<file path="src/tanimoto_pkg.sv">
`default_nettype none

package tanimoto_pkg;

    // Datapath sizes
    localparam int VEC_W           = 32;
    localparam int CNT_W           = 6;
    localparam int SUM_W           = 7;
    localparam int ID_W            = 8;
    localparam int N_REF           = 4;

    // Hit FIFOs and input throttling
    localparam int FIFO_DEPTH      = 16;
    localparam int FIFO_CNT_W      = 5;
    localparam int IN_FLIGHT_SLACK = 8;

    // Threshold table, indexed by the AND count
    localparam int TBL_ENTRIES     = 33;
    localparam int WB_ADR_W        = 6;

    typedef struct packed {
        logic [VEC_W-1:0] vector;
        logic [CNT_W-1:0] count;
        logic [ID_W-1:0]  id;
        logic             valid;
        logic             last;
    } vec_beat_t;

    typedef struct packed {
        logic [ID_W-1:0] id_a;
        logic [ID_W-1:0] id_b;
    } id_pair_t;

    typedef struct packed {
        logic                cyc;
        logic                stb;
        logic                we;
        logic [WB_ADR_W-1:0] adr;
        logic [SUM_W-1:0]    dat;
    } wb_req_t;

    typedef enum logic [1:0] {
        LOAD_REF = 2'd0,
        COMPARE  = 2'd1,
        OVER     = 2'd2
    } run_state_t;

    function automatic logic [CNT_W-1:0] ones_count(input logic [VEC_W-1:0] vec);
        logic [CNT_W-1:0] cnt;
        cnt = '0;
        for (int i = 0; i < VEC_W; i++) begin
            cnt = cnt + CNT_W'(vec[i]);
        end
        return cnt;
    endfunction

endpackage

`default_nettype wire
</file>
<file path="src/tanimoto_top.sv">
`default_nettype none

module tanimoto_top (
    input  logic                                clk,
    input  logic                                rstn,
    input  logic [tanimoto_pkg::VEC_W-1:0]      i_in_vec,
    input  logic                                i_in_valid,
    input  logic                                i_in_last,
    output logic                                o_in_ready,
    input  tanimoto_pkg::wb_req_t               i_wb,
    output logic [tanimoto_pkg::SUM_W-1:0]      o_wb_dat,
    output logic                                o_wb_ack,
    output tanimoto_pkg::id_pair_t              o_res,
    output logic                                o_res_last,
    output logic                                o_res_valid,
    input  logic                                i_res_ready
);

    tanimoto_pkg::run_state_t               r_state;
    logic [tanimoto_pkg::ID_W-1:0]          r_id;
    logic                                   r_last_seen;
    logic                                   r_last_left;
    tanimoto_pkg::vec_beat_t                r_in_beat;
    logic                                   r_in_is_ref;
    logic                                   w_in_fire;
    logic                                   w_room;
    logic                                   w_ref_shift;
    logic                                   w_all_empty;
    logic                                   w_run_done;
    logic                                   w_res_rd;
    tanimoto_pkg::vec_beat_t                w_ref_chain [tanimoto_pkg::N_REF+1];
    tanimoto_pkg::vec_beat_t                w_cmp_chain [tanimoto_pkg::N_REF+1];
    logic [tanimoto_pkg::CNT_W-1:0]         w_and_cnt [tanimoto_pkg::N_REF];
    logic [tanimoto_pkg::SUM_W-1:0]         w_max_sum [tanimoto_pkg::N_REF];
    logic [tanimoto_pkg::N_REF-1:0]         w_hit_wr;
    tanimoto_pkg::id_pair_t                 w_hit_pair [tanimoto_pkg::N_REF];
    logic [tanimoto_pkg::N_REF-1:0]         w_leaf_rd;
    logic [tanimoto_pkg::N_REF-1:0]         w_leaf_empty;
    tanimoto_pkg::id_pair_t                 w_leaf_dout [tanimoto_pkg::N_REF];
    logic [tanimoto_pkg::FIFO_CNT_W-1:0]    w_leaf_cnt [tanimoto_pkg::N_REF];
    logic [2:0]                             w_node_empty;
    tanimoto_pkg::id_pair_t                 w_node_dout [3];
    logic [1:0]                             w_node_rd;

    // Leaves keep room for every beat still in the pipeline
    always_comb begin
        w_room = 1'b1;
        for (int k = 0; k < tanimoto_pkg::N_REF; k++) begin
            if (w_leaf_cnt[k] > tanimoto_pkg::FIFO_CNT_W'(tanimoto_pkg::FIFO_DEPTH
                                                          - tanimoto_pkg::IN_FLIGHT_SLACK)) begin
                w_room = 1'b0;
            end
        end
    end

    assign o_in_ready = w_room & ((r_state == tanimoto_pkg::LOAD_REF) ||
                                  (r_state == tanimoto_pkg::COMPARE && !r_last_seen));
    assign w_in_fire  = i_in_valid & o_in_ready;

    assign w_all_empty = (&w_leaf_empty) & (&w_node_empty);
    assign w_run_done  = r_last_left & ~(|w_hit_wr) & w_all_empty;

    // Run sequencing
    always_ff @(posedge clk) begin
        if (!rstn) begin
            r_state     <= tanimoto_pkg::LOAD_REF;
            r_id        <= '0;
            r_last_seen <= 1'b0;
            r_last_left <= 1'b0;
        end else begin
            if (w_in_fire) begin
                r_id <= r_id + 1'b1;
            end
            case (r_state)
                tanimoto_pkg::LOAD_REF: begin
                    if (w_in_fire && r_id == tanimoto_pkg::ID_W'(tanimoto_pkg::N_REF - 1)) begin
                        r_state <= tanimoto_pkg::COMPARE;
                    end
                end
                tanimoto_pkg::COMPARE: begin
                    if (w_in_fire && i_in_last) begin
                        r_last_seen <= 1'b1;
                    end
                    // Final beat seen leaving the last stage
                    if (w_cmp_chain[tanimoto_pkg::N_REF].valid &&
                        w_cmp_chain[tanimoto_pkg::N_REF].last) begin
                        r_last_left <= 1'b1;
                    end
                    if (w_run_done) begin
                        r_state <= tanimoto_pkg::OVER;
                    end
                end
                default: begin
                    if (i_res_ready) begin
                        r_state     <= tanimoto_pkg::LOAD_REF;
                        r_id        <= '0;
                        r_last_seen <= 1'b0;
                        r_last_left <= 1'b0;
                    end
                end
            endcase
        end
    end

    // Count stage, the beat with its ones count
    always_ff @(posedge clk) begin
        if (!rstn) begin
            r_in_beat.valid <= 1'b0;
            r_in_is_ref     <= 1'b0;
        end else begin
            r_in_beat.vector <= i_in_vec;
            r_in_beat.count  <= tanimoto_pkg::ones_count(i_in_vec);
            r_in_beat.id     <= r_id;
            r_in_beat.valid  <= w_in_fire;
            r_in_beat.last   <= i_in_last;
            r_in_is_ref      <= (r_state == tanimoto_pkg::LOAD_REF);
        end
    end

    // Route to the reference chain or the compare chain
    assign w_ref_shift = r_in_beat.valid & r_in_is_ref;

    always_comb begin
        w_ref_chain[0]       = r_in_beat;
        w_cmp_chain[0]       = r_in_beat;
        w_cmp_chain[0].valid = r_in_beat.valid & ~r_in_is_ref;
    end

    threshold_table u_threshold_table (
        .clk          (clk),
        .rstn         (rstn),
        .i_wb         (i_wb),
        .o_wb_dat     (o_wb_dat),
        .o_wb_ack     (o_wb_ack),
        .i_lookup_cnt (w_and_cnt),
        .o_lookup_max (w_max_sum)
    );

    for (genvar k = 0; k < tanimoto_pkg::N_REF; k++) begin : g_stage
        ref_stage u_ref_stage (
            .clk         (clk),
            .rstn        (rstn),
            .i_ref_shift (w_ref_shift),
            .i_ref       (w_ref_chain[k]),
            .o_ref       (w_ref_chain[k+1]),
            .i_cmp       (w_cmp_chain[k]),
            .o_cmp       (w_cmp_chain[k+1]),
            .o_and_cnt   (w_and_cnt[k]),
            .i_max_sum   (w_max_sum[k]),
            .o_hit_wr    (w_hit_wr[k]),
            .o_hit_pair  (w_hit_pair[k])
        );

        id_fifo u_leaf_fifo (
            .clk     (clk),
            .rstn    (rstn),
            .i_wr    (w_hit_wr[k]),
            .i_din   (w_hit_pair[k]),
            .i_rd    (w_leaf_rd[k]),
            .o_dout  (w_leaf_dout[k]),
            .o_empty (w_leaf_empty[k]),
            .o_full  (),
            .o_count (w_leaf_cnt[k])
        );
    end

    // First merge level, two leaves per node
    for (genvar n = 0; n < 2; n++) begin : g_merge
        merge_node u_merge_node (
            .clk       (clk),
            .rstn      (rstn),
            .i_a_empty (w_leaf_empty[2*n]),
            .i_a_dout  (w_leaf_dout[2*n]),
            .o_a_rd    (w_leaf_rd[2*n]),
            .i_b_empty (w_leaf_empty[2*n+1]),
            .i_b_dout  (w_leaf_dout[2*n+1]),
            .o_b_rd    (w_leaf_rd[2*n+1]),
            .i_rd      (w_node_rd[n]),
            .o_dout    (w_node_dout[n]),
            .o_empty   (w_node_empty[n])
        );
    end

    merge_node u_merge_root (
        .clk       (clk),
        .rstn      (rstn),
        .i_a_empty (w_node_empty[0]),
        .i_a_dout  (w_node_dout[0]),
        .o_a_rd    (w_node_rd[0]),
        .i_b_empty (w_node_empty[1]),
        .i_b_dout  (w_node_dout[1]),
        .o_b_rd    (w_node_rd[1]),
        .i_rd      (w_res_rd),
        .o_dout    (w_node_dout[2]),
        .o_empty   (w_node_empty[2])
    );

    // Closing beat replaces the root FIFO once the run is over
    assign w_res_rd    = i_res_ready & (r_state != tanimoto_pkg::OVER);
    assign o_res_last  = (r_state == tanimoto_pkg::OVER);
    assign o_res_valid = o_res_last | ~w_node_empty[2];
    assign o_res       = o_res_last ? '0 : w_node_dout[2];

endmodule

`default_nettype wire

</file>
<file path="src/merge_node.sv">
`default_nettype none

module merge_node (
    input  logic                    clk,
    input  logic                    rstn,
    input  logic                    i_a_empty,
    input  tanimoto_pkg::id_pair_t  i_a_dout,
    output logic                    o_a_rd,
    input  logic                    i_b_empty,
    input  tanimoto_pkg::id_pair_t  i_b_dout,
    output logic                    o_b_rd,
    input  logic                    i_rd,
    output tanimoto_pkg::id_pair_t  o_dout,
    output logic                    o_empty
);

    logic                   r_last_b;
    logic                   w_sel_b;
    logic                   w_take;
    logic                   w_full;
    tanimoto_pkg::id_pair_t w_din;

    // Alternate when both children hold data, else take whichever has some
    always_comb begin
        if (!i_a_empty && !i_b_empty) begin
            w_sel_b = ~r_last_b;
        end else begin
            w_sel_b = i_a_empty;
        end
    end

    assign w_take = (~i_a_empty | ~i_b_empty) & ~w_full;
    assign o_a_rd = w_take & ~w_sel_b;
    assign o_b_rd = w_take & w_sel_b;
    assign w_din  = w_sel_b ? i_b_dout : i_a_dout;

    always_ff @(posedge clk) begin
        if (!rstn) begin
            r_last_b <= 1'b0;
        end else if (w_take) begin
            r_last_b <= w_sel_b;
        end
    end

    id_fifo u_id_fifo (
        .clk     (clk),
        .rstn    (rstn),
        .i_wr    (w_take),
        .i_din   (w_din),
        .i_rd    (i_rd),
        .o_dout  (o_dout),
        .o_empty (o_empty),
        .o_full  (w_full),
        .o_count ()
    );

endmodule

`default_nettype wire

</file>
<file path="src/id_fifo.sv">
`default_nettype none

module id_fifo (
    input  logic                                clk,
    input  logic                                rstn,
    input  logic                                i_wr,
    input  tanimoto_pkg::id_pair_t              i_din,
    input  logic                                i_rd,
    output tanimoto_pkg::id_pair_t              o_dout,
    output logic                                o_empty,
    output logic                                o_full,
    output logic [tanimoto_pkg::FIFO_CNT_W-1:0] o_count
);

    tanimoto_pkg::id_pair_t                        r_mem [tanimoto_pkg::FIFO_DEPTH];
    logic [$clog2(tanimoto_pkg::FIFO_DEPTH)-1:0]   r_wr_ptr;
    logic [$clog2(tanimoto_pkg::FIFO_DEPTH)-1:0]   r_rd_ptr;
    logic                                          w_do_wr;
    logic                                          w_do_rd;

    assign o_empty = (o_count == '0);
    assign o_full  = (o_count == tanimoto_pkg::FIFO_CNT_W'(tanimoto_pkg::FIFO_DEPTH));

    // Reads on empty and writes on full are dropped
    assign w_do_wr = i_wr & ~o_full;
    assign w_do_rd = i_rd & ~o_empty;

    // Fall-through head
    assign o_dout = r_mem[r_rd_ptr];

    always_ff @(posedge clk) begin
        if (w_do_wr) begin
            r_mem[r_wr_ptr] <= i_din;
        end
    end

    always_ff @(posedge clk) begin
        if (!rstn) begin
            r_wr_ptr <= '0;
            r_rd_ptr <= '0;
            o_count  <= '0;
        end else begin
            if (w_do_wr) begin
                r_wr_ptr <= r_wr_ptr + 1'b1;
            end
            if (w_do_rd) begin
                r_rd_ptr <= r_rd_ptr + 1'b1;
            end
            o_count <= o_count + tanimoto_pkg::FIFO_CNT_W'(w_do_wr)
                               - tanimoto_pkg::FIFO_CNT_W'(w_do_rd);
        end
    end

endmodule

`default_nettype wire

</file>
<file path="src/ref_stage.sv">
`default_nettype none

module ref_stage (
    input  logic                            clk,
    input  logic                            rstn,
    input  logic                            i_ref_shift,
    input  tanimoto_pkg::vec_beat_t         i_ref,
    output tanimoto_pkg::vec_beat_t         o_ref,
    input  tanimoto_pkg::vec_beat_t         i_cmp,
    output tanimoto_pkg::vec_beat_t         o_cmp,
    output logic [tanimoto_pkg::CNT_W-1:0]  o_and_cnt,
    input  logic [tanimoto_pkg::SUM_W-1:0]  i_max_sum,
    output logic                            o_hit_wr,
    output tanimoto_pkg::id_pair_t          o_hit_pair
);

    tanimoto_pkg::vec_beat_t        r_ref;
    tanimoto_pkg::vec_beat_t        r_cmp;
    logic [tanimoto_pkg::SUM_W-1:0] w_sum;
    logic                           w_hit;

    // Reference moves only while references are being loaded
    always_ff @(posedge clk) begin
        if (!rstn) begin
            r_ref.valid <= 1'b0;
        end else if (i_ref_shift) begin
            r_ref <= i_ref;
        end
    end

    // Compare beat advances every cycle with its own valid bit
    always_ff @(posedge clk) begin
        if (!rstn) begin
            r_cmp.valid <= 1'b0;
        end else begin
            r_cmp <= i_cmp;
        end
    end

    assign o_ref = r_ref;
    assign o_cmp = r_cmp;

    // C = popcount(ref AND cmp), sent out for the table lookup
    assign o_and_cnt = r_cmp.valid ?
                       tanimoto_pkg::ones_count(r_ref.vector & r_cmp.vector) : '0;

    assign w_sum = tanimoto_pkg::SUM_W'(r_ref.count) + tanimoto_pkg::SUM_W'(r_cmp.count);

    // Hit when A+B stays within the table entry for C
    assign w_hit = r_cmp.valid & r_ref.valid & (w_sum <= i_max_sum);

    always_ff @(posedge clk) begin
        if (!rstn) begin
            o_hit_wr <= 1'b0;
        end else begin
            o_hit_wr <= w_hit;
        end
    end

    always_ff @(posedge clk) begin
        o_hit_pair.id_a <= r_ref.id;
        o_hit_pair.id_b <= r_cmp.id;
    end

endmodule

`default_nettype wire

</file>
<file path="src/threshold_table.sv">
`default_nettype none

module threshold_table (
    input  logic                            clk,
    input  logic                            rstn,
    input  tanimoto_pkg::wb_req_t           i_wb,
    output logic [tanimoto_pkg::SUM_W-1:0]  o_wb_dat,
    output logic                            o_wb_ack,
    input  logic [tanimoto_pkg::CNT_W-1:0]  i_lookup_cnt [tanimoto_pkg::N_REF],
    output logic [tanimoto_pkg::SUM_W-1:0]  o_lookup_max [tanimoto_pkg::N_REF]
);

    logic [tanimoto_pkg::SUM_W-1:0] r_tbl [tanimoto_pkg::TBL_ENTRIES];
    logic                           w_req;
    logic                           w_adr_ok;

    // A held strobe is served once, then ack drops for a cycle
    assign w_req    = i_wb.cyc & i_wb.stb & ~o_wb_ack;
    assign w_adr_ok = (i_wb.adr < tanimoto_pkg::TBL_ENTRIES);

    always_ff @(posedge clk) begin
        if (!rstn) begin
            o_wb_ack <= 1'b0;
            o_wb_dat <= '0;
            for (int i = 0; i < tanimoto_pkg::TBL_ENTRIES; i++) begin
                r_tbl[i] <= '0;
            end
        end else begin
            o_wb_ack <= w_req;
            if (w_req) begin
                if (i_wb.we && w_adr_ok) begin
                    r_tbl[i_wb.adr] <= i_wb.dat;
                end
                // Out of range addresses read back as zero
                o_wb_dat <= w_adr_ok ? r_tbl[i_wb.adr] : '0;
            end
        end
    end

    // One lookup port per stage, same cycle
    always_comb begin
        for (int k = 0; k < tanimoto_pkg::N_REF; k++) begin
            if (i_lookup_cnt[k] < tanimoto_pkg::TBL_ENTRIES) begin
                o_lookup_max[k] = r_tbl[i_lookup_cnt[k]];
            end else begin
                o_lookup_max[k] = '0;
            end
        end
    end

endmodule

`default_nettype wire

</file>
<file path="config.mk">
export PLATFORM = sky130hd
export DESIGN_NAME = tanimoto_top
export DESIGN_NICKNAME = d
export VERILOG_FILES = /design/src/tanimoto_pkg.sv /design/src/tanimoto_top.sv /design/src/merge_node.sv /design/src/id_fifo.sv /design/src/ref_stage.sv /design/src/threshold_table.sv
export SDC_FILE = /design/constraint.sdc
export NUM_CORES = 2
export LEC_CHECK = 0
export ABC_AREA = 0
export BUFFER_PORTS_ARGS = -buffer_cell sky130_fd_sc_hd__buf_2
export CAP_MARGIN = 20
export CORE_AREA = 2 2 383 575
export DETAILED_ROUTE_END_ITERATION = 10
export DIE_AREA = 0 0 385 577
export HOLD_SLACK_MARGIN = 0.1
export PLACE_DENSITY = 0.75
export SLEW_MARGIN = 20
export SYNTH_ARGS = -nofsm -noshare
export SYNTH_HDL_FRONTEND = slang
export SYNTH_HIERARCHICAL = 1
export SYNTH_SLANG_ARGS = --single-unit
export TNS_END_PERCENT = 1
</file>
<file path="constraint.sdc">
create_clock -name clk -period 7.1 [get_ports clk]
set_input_delay 0.355 -clock clk [delete_from_list [all_inputs] [get_ports clk]]
set_output_delay 0.355 -clock clk [all_outputs]
set_load 0.02 [all_outputs]
</file>
# Word-level counts from Yosys, hierarchy flattened
# Memory sizes are Yosys's and may differ from the RTL's. A register that Yosys moved wholly into a read port is not among the register bits.
# Index checks and enable logic that the tools add are counted.
# totals
output_inout_bits,27
input_bits,53
ff_bits,611
word_cells,484
ram_bits,2023
n_memories,8
# mem_list
memory,depth,width,read_ports,rd_clocked_by_memory_dff,write_ports,line,text
g_merge[0].u_merge_node.u_id_fifo.r_mem,16,16,1,1,1,id_fifo.sv:15,tanimoto_pkg::id_pair_t r_mem [tanimoto_pkg::FIFO_DEPTH];
g_merge[1].u_merge_node.u_id_fifo.r_mem,16,16,1,1,1,id_fifo.sv:15,
g_stage[0].u_leaf_fifo.r_mem,16,16,1,1,1,id_fifo.sv:15,
g_stage[1].u_leaf_fifo.r_mem,16,16,1,1,1,id_fifo.sv:15,
g_stage[2].u_leaf_fifo.r_mem,16,16,1,1,1,id_fifo.sv:15,
g_stage[3].u_leaf_fifo.r_mem,16,16,1,1,1,id_fifo.sv:15,
+2 memories,-,-,-,-,-,-,
# op_classes
n_mux,68
addsub,188
n_lt_le_gt_ge,13
reduce_logical,35
eq_ne,15
bitwise_logic,73
# op_table
cell,count
$add 6x1->6,146
$and 32x32->32,4
$mux 16,4
$add 4x1->4 const B,14
$mux 4,14
$mux 7,6
$and 1x1->1,41
$add 5x1->5,7
$eq 5x5->1 const B,7
$logic_not 5->1,7
$sub 5x1->5,7
$lt 6x6->1 const B,5
$mux 1,30
$mux 6,5
$add 6x6->7,4
$le 7x7->1,4
$mux 8,3
$not 1->1,24
$gt 5x4->1 const B,4
$reduce_and 3->1,4
$add 1x1->2,5
$add 8x1->8 const B,1
$eq 8x2->1 const B,1
$logic_and 1x1->1,8
other kinds (22),37

# Longest topological paths before layout
# logic_depth
word_depth,37
ltp_mapped,27
depth_no_buf,26

# Hierarchy
# Netlist, hierarchy kept.
# modules_own_cells
mod,area_per_inst_um2,cells_per_inst,n_inst
id_fifo at g_merge[1].u_merge_node.u_id_fifo ...,10571.4,501,4
threshold_table,27278.7,1925,1
id_fifo at g_stage[1].u_leaf_fifo ...,10580.1,501,2
ref_stage,4524.3,266,4
id_fifo at g_merge[0].u_merge_node.u_id_fifo,10572.6,501,1
tanimoto_top,3072.9,234,1
merge_node,315.3,26,3

# Worst setup path before layout
# Ideal clock, no wire load.
# synth_timing
kind,register -> register
from,"register g_stage[0].u_ref_stage.r_ref, in the netlist g_stage[0].u_ref_stage/o_ref[31]"
to,register g_stage[0].u_ref_stage.o_hit_wr
setup_ps,101
required_time_ps,6999
setup_slack_ps,322
path_stages_with_launch,25
n_path_buf,2
arrival_time_ps,6677
cell_sequence,edfxtp_1 > and2_1 > fa_1 > inv_1 > fa_1 > fa_1 > fa_1 > fa_1 > fa_1 > inv_1 > ha_1 > fa_1 > and2_1 > buf_2 > buf_1 > mux4_2 > mux4_2 > a21oi_1 > o21ai_1 > inv_1 > ha_1 > nor2b_1 > o211ai_1 > a21oi_1 > o41ai_1
# synth_rtl
item,line,text
from (decl),ref_stage.sv:17,tanimoto_pkg::vec_beat_t r_ref;
from (signal assigned),ref_stage.sv:27,r_ref <= i_ref;
to (signal assigned),ref_stage.sv:56,o_hit_wr <= w_hit;
to (decl),ref_stage.sv:13,"output logic o_hit_wr,"

==> flow_summary_export.csv <==
group,metric,value,unit
sta,finalSetupViolations,4,
sta,finalHoldViolCount,0,
critical_path,cp_max_fo,13,
grt,grt_pass1_vias,68100,
job,cap_violations,0,
finish,design_area,138000,um2
floorplan,die_w,385,um
placed_design,routabilityCongestion,0.979,
routing,drc,0,
sta,fmax,0.137,GHz
cts,clk_path_buf_depth,4,
routing,routed_via_density,6.34,
grt,antenna_found_initial,18,
routing,num_vias,66000,
critical_path,critPathArrivalTime,8020,ps
grt,grt_max_degree,98,
cts,cts_made_buffers,267,
floorplan,die-height,577,um
worst_hold_path,hp-class,"primary input to register",
placed_design,place_ws,-297,ps
routing,drt_wl_total,308,mm
routing,detail_route.first_pass.iterations,8,
floorplan,core_area,217000,um2
synthesis,syn_inst,6804,
sta,worst_pin_slew,1260,ps
critical_path,end_kind,"register",
finish,num-fill-cells,14600,
routing,ant_nets,0,
finish,num-nets-final,7675,
sta,fin_hold_ws,102,ps
finish,finalCoreUtilization,0.635,
sta,setup_ws,-221,ps
status,violations,"negative setup slack",
critical_path,start_kind,"register",
placed_design,place_area,129000,um2
sta,rsz0062_at_grt,"true",
routing,drt_iter0_drc,6657,
floorplan,io_pins,80,
synthesis,syn-cell-area,123000,um2
grt,grt_pass1_wl,449,mm
cts,cts_sinks,2879,
finish,drive_gt1_frac,0.210,
synthesis,postSynthAreaPerCell,18.1,um2
critical_path,path_class,"register to register",
cts,clkLatencyLatePin,860,ps
status,outcome,"finished, violations left",
floorplan,fp.dieArea,222000,um2
grt,overflow,0,
floorplan,initial_core_util,0.567,
synthesis,ys_warn_count,6,
finish,syn2layout_area_growth,12.0,%
power,irDropWorstVdd,0.000223,V
grt,grt_use_total,0.278,
sta,timing.final.crit_share,1.03,
cts,cts.htree.levels,5,
sta,finalCriticalPeriod,7320,ps
placed_design,hpwl,201,mm
floorplan,rows,210,
power,finalPower,37300,uW
sta,slew_violations,0,
power,p_leak,0.0465,uW
placed_design,portBuffers,79,
cts,path_clk_slew,60,ps
critical_path,crit_required,7800,ps
cts,cts_root_buffer,"clkbuf_16",
cts,tritoncts,"yes",
sta,max-slew-margin-rel,0.149,
routing,wire_per_inst,29.6,um
power,cellPowerDensity,270,nW/um2
sta,clock-skew-final,63.0,ps
worst max-delay path, cell delays in order, from the launching register on:
cell and delay [ps]:
edfxtp_1 390, and2_1 190, fa_1 540, inv_1 50, fa_1 470, fa_1 640
fa_1 490, fa_1 500, fa_1 500, inv_1 50, ha_1 210, fa_1 540
and2_4 230, buf_12 210, buf_12 160, mux4_2 390, mux4_2 560, a21oi_1 180
o21ai_1 70, inv_1 70, ha_1 160, nand4_1 90, or3_1 380, o41ai_1 80
report_power, final:
group          total [uW]  internal, uW  leakage, uW  switching, uW
registers           19200         18800       0.0264            363
clock network       14200          8090      0.00418           6110
logic                3910          1760       0.0159           2150
total               37300         28600       0.0465           8620
what timing repair did:
item	in CTS	in global routing
cloned	1	1
hold buffers	40	0
gates resized for setup	24	22
pin swaps	6	7
buffers inserted	0	9
hold endpoints to repair	64	0
endpoints found under the setup margin	4	4
worst paths after layout:
check,start,endpoint,slack (ps),depth (start not counted)
hold / removal,i_wb[6],u_threshold_table/r_tbl[46][6],100,1
setup / recovery,g_stage[0].u_ref_stage/o_ref[19],g_stage[0].u_ref_stage/o_hit_wr,-220,23
hold reg to reg,g_stage[0].u_ref_stage/o_ref[3],g_stage[0].u_ref_stage/o_hit_pair[9],320,0
setup reg to reg,g_stage[0].u_ref_stage/o_ref[19],g_stage[0].u_ref_stage/o_hit_wr,-220,23
registers in the layout, indices dropped and copies added (netlist names), 5 cells and up, named ones only:
signal                                   flops
g_stage.u_ref_stage/o_hit_pair              64
g_merge.u_merge_node/u_id_fifo/o_count      10
g_merge.u_merge_node/u_id_fifo/r_mem       512
g_merge.u_merge_node/u_id_fifo/r_wr_ptr      8
g_stage.u_leaf_fifo/o_count                 20
u_threshold_table/r_tbl                    448
g_merge.u_merge_node/u_id_fifo/r_rd_ptr      8
u_merge_root/u_id_fifo/r_mem               256
g_stage.u_leaf_fifo/r_rd_ptr                16
g_stage.u_ref_stage/o_cmp                  192
u_merge_root/u_id_fifo/o_count               5
g_stage.u_leaf_fifo/r_mem                 1024
g_stage.u_leaf_fifo/r_wr_ptr                16
g_stage.u_ref_stage/o_ref                  188
u_threshold_table/o_wb_dat                   7
r_in_beat                                   48
r_id                                         8
cell usage in the layout, fill, tap and decap left out, types with 22 or more instances in the layout:
master	instances
clkbuf_16	274
dlygate4sd3_1	40
a21oi_1	102
mux4_1	72
mux2i_1	178
nor4_2	27
o21ai_0	54
nor2_1	119
clkbuf_1	52
a22oi_1	276
edfxtp_1	2659
bufinv_16	23
o22ai_1	64
nand2_1	263
nand2b_1	28
xnor2_1	60
buf_4	253
nor3_1	35
nand3_1	72
clkinv_1	39
clkinv_2	33
fa_1	130
nor2b_1	65
a21o_1	30
buf_2	75
inv_1	259
conb_1	217
a211oi_1	64
and2_1	427
xor2_1	30
a221oi_1	46
mux2_4	27
ha_1	165
dfxtp_1	206
mux4_2	628
nand4_1	22
cell type report:
class	count	area, um2	share of cell area
tap	2862	3580	0.0259
inverter	260	976	0.00707
antenna	9	22.5	0.000163
multi-input combinational	3525	37500	0.271
clock buffer	339	7220	0.0523
timing repair buffer	393	3130	0.0227
sequential	2879	84300	0.610
clock inverter	130	1410	0.0102
routing by layer:
metal | routed length (um) | vias to the layer above | global-route usage
met3 | 19600 | 882 | 0.0386
met1 | 103000 | 34000 | 0.314
li1 | - | 27900 | -
met2 | 163000 | 3146 | 0.500
met5 | 7 | - | 0
met4 | 22500 | 2 | 0.168
through the flow:
step	TNS, ps	instances
floorplan	0	7020
global placement	-796	9867
detailed placement	-969	9867
CTS	-427	10400
global route	-1320	10400
finish	-399	10400
Note: power is estimated with default switching activity, not from simulation.
